[config.mk]
export PLATFORM = sky130hd
export DESIGN_NAME = ar_subsystem
export DESIGN_NICKNAME = d
export VERILOG_FILES = /design/src/cft_bus_pkg.sv /design/src/cft_ctl_pkg.sv /design/src/address_register.sv /design/src/ar_subsystem.sv /design/src/bus_drive.sv /design/src/cycle_decode.sv
export VERILOG_INCLUDE_DIRS = /design/src
export SDC_FILE = /design/constraint.sdc
export NUM_CORES = 1
export LEC_CHECK = 0
export BUFFER_PORTS_ARGS = -buffer_cell sky130_fd_sc_hd__buf_4
export CAP_MARGIN = 20
export CORE_ASPECT_RATIO = 0.5
export CORE_MARGIN = 4
export CORE_UTILIZATION = 53
export DETAILED_ROUTE_END_ITERATION = 16
export MAX_ROUTING_LAYER = met4
export PLACE_DENSITY = 0.8
export RECOVER_POWER = 50
export SYNTH_ARGS = -nofsm -noshare
export SYNTH_HDL_FRONTEND = slang
export SYNTH_HIERARCHICAL = 1
export SYNTH_SLANG_ARGS = --single-unit
export TNS_END_PERCENT = 20
[constraint.sdc]
create_clock -name clk -period 5.3 [get_ports clk]
set_input_delay 0.795 -clock clk [delete_from_list [all_inputs] [get_ports clk]]
set_output_delay 0.795 -clock clk [all_outputs]
set_load 0.05 [all_outputs]
[src/cft_defines.svh]
// shared widths and bus cycle timing for the address path, include it in any file that sizes a port
`ifndef CFT_DEFINES_SVH
`define CFT_DEFINES_SVH

////////////////////
// bus widths
////////////////////

// the full address bus, a bank byte above a 16-bit offset
`define CFT_ADDR_W 24

// the internal data bus feeds the low part of the address register
`define CFT_IBUS_W 16

// the extension register supplies the top byte of the address
`define CFT_AEXT_W 8

////////////////////
// sequencing
////////////////////

// every memory and I/O cycle lasts this many clocks, there are no wait states
`define CFT_BUS_CYCLE_LEN 4

// width of the command code on the command port
`define CFT_CMD_W 3

`endif

[src/cft_bus_pkg.sv]
// address word types for the address path, shared by the register, the bus driver and the top level
`include "cft_defines.svh"

package cft_bus_pkg;

   ////////////////////
   // plain address
   ////////////////////

   // one address word as held in the address register and driven on the bus
   typedef logic [`CFT_ADDR_W-1:0] addr_t;

   ////////////////////
   // memory view
   ////////////////////

   // memory space is linear, the bank byte comes from the extension register
   // and the offset from the internal bus
   typedef struct packed {
      logic [`CFT_AEXT_W-1:0] bank;
      logic [`CFT_IBUS_W-1:0] offset;
   } mem_addr_s;

   ////////////////////
   // I/O view
   ////////////////////

   // I/O space only decodes the low 16 bits
   // the top byte is ignored, bits 15 to 11 must be zero for any device to respond,
   // bits 10 to 8 pick a device group and the low byte is left to the device itself
   typedef struct packed {
      logic [`CFT_AEXT_W-1:0] ext;
      logic [4:0]             high;
      logic [2:0]             dev_grp;
      logic [7:0]             dev_reg;
   } io_addr_s;

   // the same address word read either as a memory address or as an I/O address
   // both views are exactly one address wide
   typedef union packed {
      mem_addr_s mem;
      io_addr_s  io;
   } addr_u;

endpackage

[src/cft_ctl_pkg.sv]
// command, cycle kind and front-panel select encodings used between the sequencer and the bus driver
`include "cft_defines.svh"

package cft_ctl_pkg;

   ////////////////////
   // command codes
   ////////////////////

   // codes on the command port, only valid while cmd_valid is high
   // LOAD_AR and INC_AR act on the register, the rest start a bus cycle
   typedef enum logic [`CFT_CMD_W-1:0] {
      IDLE    = 3'd0,
      LOAD_AR = 3'd1,
      INC_AR  = 3'd2,
      MEM_RD  = 3'd3,
      MEM_WR  = 3'd4,
      IO_RD   = 3'd5,
      IO_WR   = 3'd6
   } cmd_e;

   ////////////////////
   // cycle kind
   ////////////////////

   // the bus cycle currently running, CYC_NONE between cycles
   // names carry a prefix so they do not clash with the command codes above
   typedef enum logic [2:0] {
      CYC_NONE   = 3'd0,
      CYC_MEM_RD = 3'd1,
      CYC_MEM_WR = 3'd2,
      CYC_IO_RD  = 3'd3,
      CYC_IO_WR  = 3'd4
   } cycle_e;

   // which byte of the address register the front panel shows
   typedef enum logic [1:0] {
      FP_LOW  = 2'd0,
      FP_MID  = 2'd1,
      FP_HIGH = 2'd2
   } fp_sel_e;

endpackage

[src/address_register.sv]
// the 24-bit address register, loaded from the internal bus plus extension byte or stepped by one
`include "cft_defines.svh"

module address_register (
   input  logic                   clk,
   input  logic                   arst_n,
   input  logic                   ar_load,
   input  logic                   ar_inc,
   input  logic [`CFT_IBUS_W-1:0] ar_data,
   input  logic [`CFT_AEXT_W-1:0] ar_ext,
   output cft_bus_pkg::addr_t     ar
);

   ////////////////////
   // next address
   ////////////////////

   cft_bus_pkg::addr_t ar_loaded;
   cft_bus_pkg::addr_t ar_stepped;

   // the extension register gives the bank byte on top of the data word
   assign ar_loaded = {ar_ext, ar_data};

   // block transfers step through the whole 24-bit space
   // the add is done at full width so the top address rolls over to zero
   assign ar_stepped = ar + 1'b1;

   ////////////////////
   // the register
   ////////////////////

   // the sequencer never raises both strobes together, load wins anyway
   // nothing changes while a bus cycle runs because no strobes arrive then
   always_ff @(posedge clk or negedge arst_n) begin
      if (!arst_n) begin
         ar <= '0;
      end else if (ar_load) begin
         ar <= ar_loaded;
      end else if (ar_inc) begin
         ar <= ar_stepped;
      end
   end

endmodule

[src/ar_subsystem.sv]
// top level of the address path, connects the command sequencer, the address register and the bus driver
`include "cft_defines.svh"

module ar_subsystem (
   input  logic                   clk,
   input  logic                   arst_n,
   input  logic                   cmd_valid,
   input  cft_ctl_pkg::cmd_e      cmd_code,
   input  logic [`CFT_IBUS_W-1:0] ibus,
   input  logic [`CFT_AEXT_W-1:0] aext,
   input  cft_ctl_pkg::fp_sel_e   fp_sel,
   output cft_bus_pkg::addr_t     ab,
   output logic                   ab_en,
   output logic                   mem_rd,
   output logic                   mem_wr,
   output logic                   io_rd,
   output logic                   io_wr,
   output logic [3:0]             dev_sel_n,
   output logic [`CFT_AEXT_W-1:0] fpd,
   output cft_bus_pkg::addr_t     ar,
   output logic                   cycle_done,
   output logic                   cmd_drop
);

   ////////////////////
   // internal nets
   ////////////////////

   // strobes and load data from the sequencer to the register
   logic                   ar_load;
   logic                   ar_inc;
   logic [`CFT_IBUS_W-1:0] ar_data;
   logic [`CFT_AEXT_W-1:0] ar_ext;

   // cycle state from the sequencer to the bus driver
   logic                   cycle_active;
   cft_ctl_pkg::cycle_e    cycle_kind;

   // sequencer, decides what each command does and times the bus cycle
   cycle_decode u_cycle_decode (
      .clk          (clk),
      .arst_n       (arst_n),
      .cmd_valid    (cmd_valid),
      .cmd_code     (cmd_code),
      .ibus         (ibus),
      .aext         (aext),
      .ar_load      (ar_load),
      .ar_inc       (ar_inc),
      .cycle_active (cycle_active),
      .cmd_drop     (cmd_drop),
      .ar_data      (ar_data),
      .ar_ext       (ar_ext),
      .cycle_kind   (cycle_kind)
   );

   // the address register itself
   address_register u_address_register (
      .clk     (clk),
      .arst_n  (arst_n),
      .ar_load (ar_load),
      .ar_inc  (ar_inc),
      .ar_data (ar_data),
      .ar_ext  (ar_ext),
      .ar      (ar)
   );

   // bus side, the address bus, strobes, I/O group selects and front panel
   bus_drive u_bus_drive (
      .clk          (clk),
      .arst_n       (arst_n),
      .cycle_active (cycle_active),
      .cycle_kind   (cycle_kind),
      .ar           (ar),
      .fp_sel       (fp_sel),
      .ab           (ab),
      .ab_en        (ab_en),
      .mem_rd       (mem_rd),
      .mem_wr       (mem_wr),
      .io_rd        (io_rd),
      .io_wr        (io_wr),
      .cycle_done   (cycle_done),
      .dev_sel_n    (dev_sel_n),
      .fpd          (fpd)
   );

endmodule

[src/bus_drive.sv]
// drives the address bus, memory and I/O strobes, I/O device-group selects and the front-panel byte
`include "cft_defines.svh"

module bus_drive (
   input  logic                   clk,
   input  logic                   arst_n,
   input  logic                   cycle_active,
   input  cft_ctl_pkg::cycle_e    cycle_kind,
   input  cft_bus_pkg::addr_t     ar,
   input  cft_ctl_pkg::fp_sel_e   fp_sel,
   output cft_bus_pkg::addr_t     ab,
   output logic                   ab_en,
   output logic                   mem_rd,
   output logic                   mem_wr,
   output logic                   io_rd,
   output logic                   io_wr,
   output logic                   cycle_done,
   output logic [3:0]             dev_sel_n,
   output logic [`CFT_AEXT_W-1:0] fpd
);

   // the decoder serves the system group and groups 1xx to 3xx, higher groups are left free
   localparam int NUM_DEV_GRP = 4;

   cft_bus_pkg::addr_u ar_view;
   logic               io_cycle;
   logic               io_hit;
   logic [3:0]         dev_sel_d;
   logic               active_q;

   assign ar_view = ar;

   ////////////////////
   // I/O decode
   ////////////////////

   assign io_cycle = (cycle_kind == cft_ctl_pkg::CYC_IO_RD) ||
                     (cycle_kind == cft_ctl_pkg::CYC_IO_WR);

   // only the bottom 2K of I/O space reaches the group decoder
   assign io_hit = cycle_active && io_cycle && (ar_view.io.high == '0);

   // one active-low select per group, like a 3-to-8 demux with the top outputs unused
   always_comb begin
      dev_sel_d = '1;
      if (io_hit && (ar_view.io.dev_grp < NUM_DEV_GRP)) begin
         dev_sel_d[ar_view.io.dev_grp[1:0]] = 1'b0;
      end
   end

   ////////////////////
   // bus outputs
   ////////////////////

   // everything on the bus is registered, so it trails cycle_active by a clock
   // outside a cycle the bus reads zero in place of a floating bus
   always_ff @(posedge clk or negedge arst_n) begin
      if (!arst_n) begin
         active_q   <= 1'b0;
         ab         <= '0;
         mem_rd     <= 1'b0;
         mem_wr     <= 1'b0;
         io_rd      <= 1'b0;
         io_wr      <= 1'b0;
         dev_sel_n  <= '1;
         cycle_done <= 1'b0;
      end else begin
         active_q   <= cycle_active;
         ab         <= cycle_active ? ar_view.mem : '0;
         mem_rd     <= cycle_active && (cycle_kind == cft_ctl_pkg::CYC_MEM_RD);
         mem_wr     <= cycle_active && (cycle_kind == cft_ctl_pkg::CYC_MEM_WR);
         io_rd      <= cycle_active && (cycle_kind == cft_ctl_pkg::CYC_IO_RD);
         io_wr      <= cycle_active && (cycle_kind == cft_ctl_pkg::CYC_IO_WR);
         dev_sel_n  <= dev_sel_d;
         // falling edge of the delayed activity marks the end of the bus cycle
         cycle_done <= active_q & ~cycle_active;
      end
   end

   // the bus is enabled exactly while the registered cycle is active
   assign ab_en = active_q;

   ////////////////////
   // front panel
   ////////////////////

   // the panel watches the register itself, not the bus, so it is live between cycles too
   always_comb begin
      case (fp_sel)
         cft_ctl_pkg::FP_LOW:  fpd = ar_view.mem.offset[7:0];
         cft_ctl_pkg::FP_MID:  fpd = ar_view.mem.offset[15:8];
         cft_ctl_pkg::FP_HIGH: fpd = ar_view.mem.bank;
         default:              fpd = '0;
      endcase
   end

endmodule

[src/cycle_decode.sv]
// command sequencer, turns command strobes into register strobes or timed bus cycles and drops commands while busy
`include "cft_defines.svh"

module cycle_decode (
   input  logic                   clk,
   input  logic                   arst_n,
   input  logic                   cmd_valid,
   input  cft_ctl_pkg::cmd_e      cmd_code,
   input  logic [`CFT_IBUS_W-1:0] ibus,
   input  logic [`CFT_AEXT_W-1:0] aext,
   output logic                   ar_load,
   output logic                   ar_inc,
   output logic                   cycle_active,
   output logic                   cmd_drop,
   output logic [`CFT_IBUS_W-1:0] ar_data,
   output logic [`CFT_AEXT_W-1:0] ar_ext,
   output cft_ctl_pkg::cycle_e    cycle_kind
);

   // the counter has to hold the full cycle length
   localparam int CNT_W = $clog2(`CFT_BUS_CYCLE_LEN + 1);

   logic [CNT_W-1:0]    cyc_cnt;
   logic                accept;
   logic                is_bus_cmd;
   logic                drop_pend;
   cft_ctl_pkg::cycle_e kind_d;

   // busy for as long as there are clocks left in the running cycle
   assign cycle_active = (cyc_cnt != '0);

   // a strobe is only taken when no cycle is running, there is no back-pressure
   assign accept = cmd_valid & ~cycle_active;

   // map the bus commands onto the cycle kind they start
   always_comb begin
      is_bus_cmd = 1'b1;
      kind_d     = cft_ctl_pkg::CYC_NONE;
      case (cmd_code)
         cft_ctl_pkg::MEM_RD: kind_d = cft_ctl_pkg::CYC_MEM_RD;
         cft_ctl_pkg::MEM_WR: kind_d = cft_ctl_pkg::CYC_MEM_WR;
         cft_ctl_pkg::IO_RD:  kind_d = cft_ctl_pkg::CYC_IO_RD;
         cft_ctl_pkg::IO_WR:  kind_d = cft_ctl_pkg::CYC_IO_WR;
         default:             is_bus_cmd = 1'b0;
      endcase
   end

   ////////////////////
   // cycle timer
   ////////////////////

   // loading the counter raises cycle_active in the next clock, it then stays
   // high for exactly CFT_BUS_CYCLE_LEN clocks
   always_ff @(posedge clk or negedge arst_n) begin
      if (!arst_n) begin
         cyc_cnt    <= '0;
         cycle_kind <= cft_ctl_pkg::CYC_NONE;
      end else if (accept && is_bus_cmd) begin
         cyc_cnt    <= CNT_W'(`CFT_BUS_CYCLE_LEN);
         cycle_kind <= kind_d;
      end else if (cycle_active) begin
         cyc_cnt <= cyc_cnt - 1'b1;
         // the kind goes back to none together with cycle_active
         if (cyc_cnt == CNT_W'(1)) begin
            cycle_kind <= cft_ctl_pkg::CYC_NONE;
         end
      end
   end

   ////////////////////
   // register strobes
   ////////////////////

   // one-clock strobes to the address register, the register updates at the
   // end of that clock so the new address shows two clocks after the command
   always_ff @(posedge clk or negedge arst_n) begin
      if (!arst_n) begin
         ar_load <= 1'b0;
         ar_inc  <= 1'b0;
      end else begin
         ar_load <= accept && (cmd_code == cft_ctl_pkg::LOAD_AR);
         ar_inc  <= accept && (cmd_code == cft_ctl_pkg::INC_AR);
      end
   end

   // the load data is captured with the command so it lines up with ar_load
   always_ff @(posedge clk) begin
      if (accept && (cmd_code == cft_ctl_pkg::LOAD_AR)) begin
         ar_data <= ibus;
         ar_ext  <= aext;
      end
   end

   // any strobe during a cycle is lost, even register commands, since the
   // address must not move under a running bus cycle
   // the flag comes out two clocks after the strobe
   always_ff @(posedge clk or negedge arst_n) begin
      if (!arst_n) begin
         drop_pend <= 1'b0;
         cmd_drop  <= 1'b0;
      end else begin
         drop_pend <= cmd_valid & cycle_active;
         cmd_drop  <= drop_pend;
      end
   end

endmodule

==> impl_metrics.csv, run 1 <==
group,metric,value,unit
synthesis,synthFlopType,"dfrtp_1",
sta,clock.fmax,386,MHz
sta,rsz0062_at_grt,"false",
worst_setup_path,worstPathArrival,1.80,ns
synthesis,synth_cell_types,52,
place,portBuffers,98,
clocking,cts_tree,"built",
worst_setup_path,cp_max_fo,9,
clocking,post_cts_buffers,0,
sta,max_slew_margin,0.425,
synthesis,yosysSeqAreaShare,0.621,
clocking,cts_root_buf,"clkbuf_16",
synthesis,synth_top_area_cell,"dfrtp_1",
min_path,hold_class,"reg2reg",
worst_setup_path,crit_buf_inv,2,
global_route,track_usage,0.217,
sta,fin_skew,0.00428,ns
floorplan,die_h,68.7,um
sta,fin_crit_sh,0.489,
clocking,cts_buffers,9,
min_path,hp-start,"u_cycle_decode/drop_pend$_DFF_PN0_",
worst_setup_path,startpoint_type,"input port",
global_route,antenna_found_initial,0,
worst_setup_path,crit_path_frequent_cell,"buf_4",
detailed_routing,finalWirelength,8790,um
synthesis,synth_common_cells,"64 x dfrtp_1, 38 x nand2_1, 26 x and2_1",
worst_setup_path,worstReg2RegEnd,"u_address_register/ar[18]$_DFFE_PN0P_",
synthesis,ys_ff_latch,92,
detailed_routing,ant_nets,0,
detailed_routing,dr.pass1.iters,4,
synthesis,synth.area.top_cells,"dfrtp_1 41%, edfxtp_1 18%, and2_1 4.2%, nand2_1 3.7%, o21ai_0 3.1%",
synthesis,synthesis.nets,366,
detailed_routing,routed-wl-met2,4320,um
floorplan,rows,21,
synthesis,synth_most_common_cell,"dfrtp_1",
clocking,cts_max_level,3,
worst_setup_path,r2r_slack,2.86,ns
global_route,grt_pass1_vias,2824,
outcome,status,"completed",
place,dp.cells,509,
sta,timing.final.max_slew_violations,0,
min_path,min_delay_path_depth,0,
detailed_routing,vias,2911,
detailed_routing,drt_iter0_drc,277,
clocking,cts_sinks,92,
layout,final_cell_area,4900,um2
global_route,grt_pass1_wl,14000,um
clocking,postCtsHoldBufs,0,
worst_setup_path,max_stage_delay,0.40,ns
power,power_density,658,nW/um2
layout,syn_to_final_growth,25.5,%
sta,tightestPinTransition,0.862,ns
worst_setup_path,reg2reg_from,"u_address_register/ar[1]$_DFFE_PN0P_",
detailed_routing,routedWlPerCell,16.7,um
layout,layout.cells.non_filler,525,
clocking,clockBufferDepth,2,
job,cap_violations,0,
worst_setup_path,critPathKind,"in2out",
place,post_dp_cell_area,4720,um2
worst_setup_path,path_cells,"buf_4 > nor2b_1 > nand2_1 > o21ai_0 > buf_4",
floorplan,coreArea,6910,um2
worst_setup_path,reg2reg_depth,5,
place,hpwl,6250,um
synthesis,synth_edf_count,24,
floorplan,start_util,0.565,
worst_setup_path,crit_required,4.51,ns
power,power.leakage,2.09,nW
synthesis,yosysWarnings,6,
detailed_routing,route.met3.wl,731,um
worst_setup_path,cpMaxStageDelayCell,"nor2b_1",
sta,fin_setup_tns,0,ns
layout,drive_above_1_share,0.256,
global_route,overflow,0,
min_path,min_to,"u_cycle_decode/cmd_drop$_DFF_PN0_",
synthesis,netlist_instances,330,
sta,fin_crit,2.59,ns
sta,hold_viol,0,
synthesis,async_reset_ff_frac,0.739,
place,gp_congestion,0.923,
detailed_routing,highest_layer,"met4",
synthesis,yosysTopAreaCellShare,0.410,
clocking,post_cts_resized,0,
sta,setup_violations,0,
synthesis,syn_area,3910,um2
detailed_routing,post_drt_via_cell_ratio,5.54,
power,vdd_drop_max,344,uV
floorplan,die_area,8890,um2
power,power,3.23,mW
global_route,grt_max_degree,69,
detailed_routing,route.detailed.drc,0,
clocking,clk_pin_slew_worst_paths,0.06,ns
detailed_routing,wl_met1,3620,um
worst_setup_path,crit_family,"simple AND/OR/NAND/NOR gates",
synthesis,syn_avg_cell_area,11.8,um2
layout,nets,464,
floorplan,die_x,129,um
clocking,insertion_delay,0.34,ns
worst_setup_path,critPathCaptureType,"primary output",
layout,diodes,0,
floorplan,io-pin-count,99,
[state kept, by name, summed over array words and instances (netlist names)]
name / flops
u_address_register/ar: 24
u_bus_drive/ab: 24
u_bus_drive/ab_en: 1
u_bus_drive/cycle_done: 1
u_bus_drive/dev_sel_n: 4
u_bus_drive/io_rd: 1
u_bus_drive/io_wr: 1
u_bus_drive/mem_rd: 1
u_bus_drive/mem_wr: 1
u_cycle_decode/ar_data: 16
u_cycle_decode/ar_ext: 8
u_cycle_decode/ar_inc: 1
u_cycle_decode/ar_load: 1
u_cycle_decode/cmd_drop: 1
u_cycle_decode/cyc_cnt: 3
u_cycle_decode/cycle_kind: 3
u_cycle_decode/drop_pend: 1
[area by class of cell]
cell class	count	area (um2)
Multi-Input combinational cell	217	1370
Fill cell	506	2010
Inverter	9	33.8
Tap cell	92	115
Sequential cell	92	2430
Clock buffer	12	256
Clock inverter	4	23.8
Timing Repair Buffer	99	679
[worst max-delay path by stage]
stage                                                endpoint        start  depth (start not counted)  slack [ns]
after CTS                                              fpd[3]    fp_sel[0]                          5        2.72
after floorplan           u_cycle_decode/ar_data[0]$_DFFE_PP_  cmd_code[1]                          1        1.53
final                                                  fpd[0]    fp_sel[0]                          5        2.71
after global placement                                 fpd[1]    fp_sel[0]                          5        2.82
after global routing                                   fpd[3]    fp_sel[0]                          5        2.53
after detailed placement                               fpd[3]    fp_sel[0]                          5        2.72
[layer usage]
layer,vias to the layer above,global-route usage
met5,-,-
met4,0,0.0855
met3,12,0.0677
met2,126,0.341
met1,1401,0.268
li1,1372,-
[stage by stage]
step,setup slack (ns),utilization,hold slack (ns)
floorplan,1.53,-,0.331
CTS,2.72,0.723,0.356
global placement,2.82,0.683,0.333
finish,2.71,0.710,0.352
detailed placement,2.72,0.683,0.342
global route,2.53,0.710,0.375
[cell families (layout without fill, tap and decap cells)]
logic type,Yosys count,after routing,share of synthesized area
flops,92,92,0.621
buf+inv,21,124,0.0227
fa+ha+maj,4,4,0.0128
xor+xnor,12,12,0.0269
simple gates,142,142,0.210
compound gates,49,49,0.0810
mux,10,10,0.0256
[where the power goes]
group	leakage, nW	total [mW]	switching [mW]	internal, mW
logic	0.870	1.44	1.02	0.419
clock network	0.139	0.592	0.251	0.342
registers	1.08	1.20	0.265	0.933
total	2.09	3.23	1.53	1.69
[cells in the final DEF, fill, tap and decap left out, types with 2 or more instances in the layout]
cell type / synthesis / layout
a31oi_1: 7 / 7
and2_1: 26 / 26
and3_1: 2 / 2
buf_4: 0 / 58
clkbuf_1: 9 / 18
clkbuf_16: 0 / 9
clkbuf_4: 0 / 24
clkbuf_8: 0 / 2
clkinv_2: 0 / 2
dfrtp_1: 64 / 64
dfstp_2: 4 / 4
edfxtp_1: 24 / 24
ha_1: 4 / 4
inv_1: 8 / 8
mux2i_1: 10 / 10
nand2_1: 38 / 38
nand3_1: 13 / 13
nand3b_1: 1 / 2
nand4_1: 7 / 8
nor2_1: 12 / 12
nor2b_1: 5 / 5
nor3_1: 5 / 5
nor4_1: 3 / 2
nor4bb_1: 2 / 2
o211ai_1: 5 / 5
o21ai_0: 24 / 24
o31ai_1: 4 / 4
or3_1: 3 / 3
or4_1: 10 / 10
or4_4: 2 / 2
xnor2_1: 7 / 7
xor2_1: 5 / 5
Power figures use the tool's default switching activity.
==> run 2, diff against run 1 <==
- ABC_AREA: default -> 1
- CORE_UTILIZATION: 53 -> 54
- clock period: 5.3 -> 2.7 ns (I/O delays scaled with it)
==> impl_metrics.csv, run 2 <==
group,metric,value,unit
min_path,min_delay_path_depth,2,
layout,top_regs,"u_address_register/ar: 24 flops, u_bus_drive/ab: 24 flops, u_cycle_decode/ar_data: 16 flops",
worst_setup_path,reg2reg_depth,7,
synthesis,synthesis.nets,490,
clocking,cts_buffers,9,
floorplan,rows,22,
sta,hold_slack,0.255,ns
sta,fin_skew,0.00547,ns
worst_setup_path,crit_path_start,"u_cycle_decode/cyc_cnt[0]$_DFFE_PN0P_",
min_path,hold_class,"in2reg",
detailed_routing,finalWirelength,9780,um
sta,fin_ws,0.675,ns
place,dp.cells,654,
min_path,min_to,"u_cycle_decode/ar_inc$_DFF_PN0_",
global_route,grt_pass1_wl,16000,um
synthesis,synthFlopType,"dfrtp_1",
synthesis,synth_edf_count,24,
global_route,grt_max_degree,69,
worst_setup_path,worstPathArrival,2.03,ns
detailed_routing,vias,3444,
synthesis,netlist_instances,454,
detailed_routing,route.detailed.drc,0,
layout,drive_above_1_share,0.226,
layout,nets,593,
power,power.leakage,2.60,nW
outcome,status,"finished with violations",
floorplan,die_x,133,um
sta,rsz0062_at_grt,"false",
clocking,insertion_delay,0.33,ns
clocking,post_cts_buffers,0,
synthesis,yosysSeqAreaShare,0.577,
place,gp_congestion,0.890,
sta,fin_crit_sh,0.750,
layout,diodes,0,
clocking,cts_root_buf,"clkbuf_16",
floorplan,coreArea,7460,um2
worst_setup_path,critPathKind,"reg2reg",
floorplan,start_util,0.564,
place,preCtsSetupSlack,0.680,ns
place,hpwl,6870,um
sta,fin_crit,2.02,ns
global_route,antenna_found_initial,0,
floorplan,die_area,9350,um2
worst_setup_path,critPathCaptureType,"flip-flop",
place,post_dp_cell_area,5060,um2
job,cap_violations,1,
detailed_routing,ant_nets,0,
layout,final_cell_area,5210,um2
worst_setup_path,worstReg2RegEnd,"u_cycle_decode/ar_data[14]$_DFFE_PP_",
worst_setup_path,cp_max_fo,31,
detailed_routing,post_drt_via_cell_ratio,5.14,
sta,setup_violations,0,
clocking,cts_tree,"built",
global_route,grt_pass1_vias,3248,
layout,layout_common_cells,"125 x nand2_1, 64 x dfrtp_1, 60 x inv_1",
worst_setup_path,r2r_slack,0.68,ns
worst_setup_path,reg2reg_from,"u_cycle_decode/cyc_cnt[0]$_DFFE_PN0P_",
power,vdd_drop_max,699,uV
sta,max_slew_margin,-0.106,
sta,hold_viol,0,
clocking,clockBufferDepth,2,
clocking,post_cts_resized,0,
sta,tightestPinTransition,1.66,ns
clocking,postCtsHoldBufs,0,
layout,final_common_cell,"nand2_1",
synthesis,async_reset_ff_frac,0.739,
global_route,overflow,0,
detailed_routing,dr.pass1.iters,5,
global_route,track_usage,0.224,
sta,timing.final.max_slew_violations,69,
clocking,cts_sinks,92,
sta,fin_setup_tns,0,ns
layout,layout.cells.non_filler,670,
synthesis,synth_most_common_cell,"nand2_1",
synthesis,synth_top_area_cell,"dfrtp_1",
floorplan,io-pin-count,99,
power,power_density,1190,nW/um2
synthesis,yosysTopAreaCellShare,0.381,
clocking,cts_max_level,3,
worst_setup_path,crit_required,2.70,ns
layout,num-fill-cells,612,
synthesis,yosysWarnings,6,
detailed_routing,drt_iter0_drc,340,
place,portBuffers,98,
synthesis,ys_ff_latch,92,
min_path,hp-start,"cmd_code[2]",
synthesis,synth_cell_types,34,
worst_setup_path,startpoint_type,"flip-flop",
outcome,violations,"max-capacitance violations, max-slew violations",
floorplan,die_h,70.4,um
sta,clock.fmax,494,MHz
synthesis,syn_area,4210,um2
layout,syn_to_final_growth,23.9,%
synthesis,syn_avg_cell_area,9.27,um2
detailed_routing,routedWlPerCell,14.6,um
synthesis,synth.area.top_cells,"dfrtp_1 38%, edfxtp_1 17%, nand2_1 11%, inv_1 5.4%, nand3_1 4.8%",
synthesis,synth_common_cells,"125 x nand2_1, 64 x dfrtp_1, 60 x inv_1",
clocking,clk_pin_slew_worst_paths,0.06,ns
## run 2: worst max path at each step
stage | to | slack [ns] | cells past startpoint
floorplan | u_cycle_decode/ar_data[0]$_DFFE_PP_ | 0.27 | 6
detailed placement | u_cycle_decode/ar_ext[2]$_DFFE_PP_ | 0.68 | 7
CTS | u_cycle_decode/ar_ext[3]$_DFFE_PP_ | 0.66 | 7
global placement | u_cycle_decode/ar_ext[2]$_DFFE_PP_ | 0.76 | 7
finish | u_cycle_decode/ar_data[14]$_DFFE_PP_ | 0.68 | 7
global route | u_cycle_decode/ar_ext[2]$_DFFE_PP_ | 0.49 | 7
## run 2: critical path: stages, from the launching register on
cell	delay (ns)
dfrtp_1	0.40
inv_1	0.11
ha_1	0.23
nand2_4	0.24
nor2_4	0.23
inv_1	0.09
nor2_2	0.08
buf_4	0.31
## run 2: cell type report
| cell class | instances | area (um2) | share of cell area |
|---|---|---|---|
| Sequential cell | 92 | 2430 | 0.466 |
| Multi-Input combinational cell | 287 | 1490 | 0.286 |
| Timing Repair Buffer | 101 | 643 | 0.123 |
| Inverter | 66 | 248 | 0.0475 |
| Clock buffer | 10 | 239 | 0.0458 |
| Tap cell | 108 | 135 | 0.0259 |
| Clock inverter | 6 | 30.0 | 0.00576 |
## run 2: cells by family after synthesis
group / Yosys count / synth area share
and+or+nand+nor: 236 / 0.263
DFF: 92 / 0.577
AOI/OAI and AO/OA: 41 / 0.0660
adders and majority gates: 4 / 0.0119
xor gates and xnor gates: 6 / 0.0125
buffers and inverters: 75 / 0.0696
## run 2: power breakdown
group | total (mW) | leakage [nW] | internal [mW] | switching [mW]
Combinational | 2.77 | 1.37 | 0.696 | 2.08
Sequential | 2.33 | 1.10 | 1.81 | 0.514
Clock | 1.11 | 0.133 | 0.636 | 0.474
## run 2: per-layer routing
metal	track usage	share of wire	wire [um]	vias up
met5	-	0	0	-
met4	0.0645	0.012	116	0
met3	0.0576	0.089	867	15
met2	0.328	0.44	4340	149
met1	0.310	0.46	4460	1623
li1	-	-	-	1657
## run 2: per-stage QoR
| stage | power (mW) | utilization |
|---|---|---|
| 2_1_floorplan | 4.28 | - |
| 3_3_place_gp | 5.22 | 0.678 |
| 3_5_place_dp | 5.27 | 0.678 |
| 4_1_cts | 6.39 | 0.714 |
| 5_1_grt | 6.56 | 0.699 |
| 6_report | 6.21 | 0.699 |
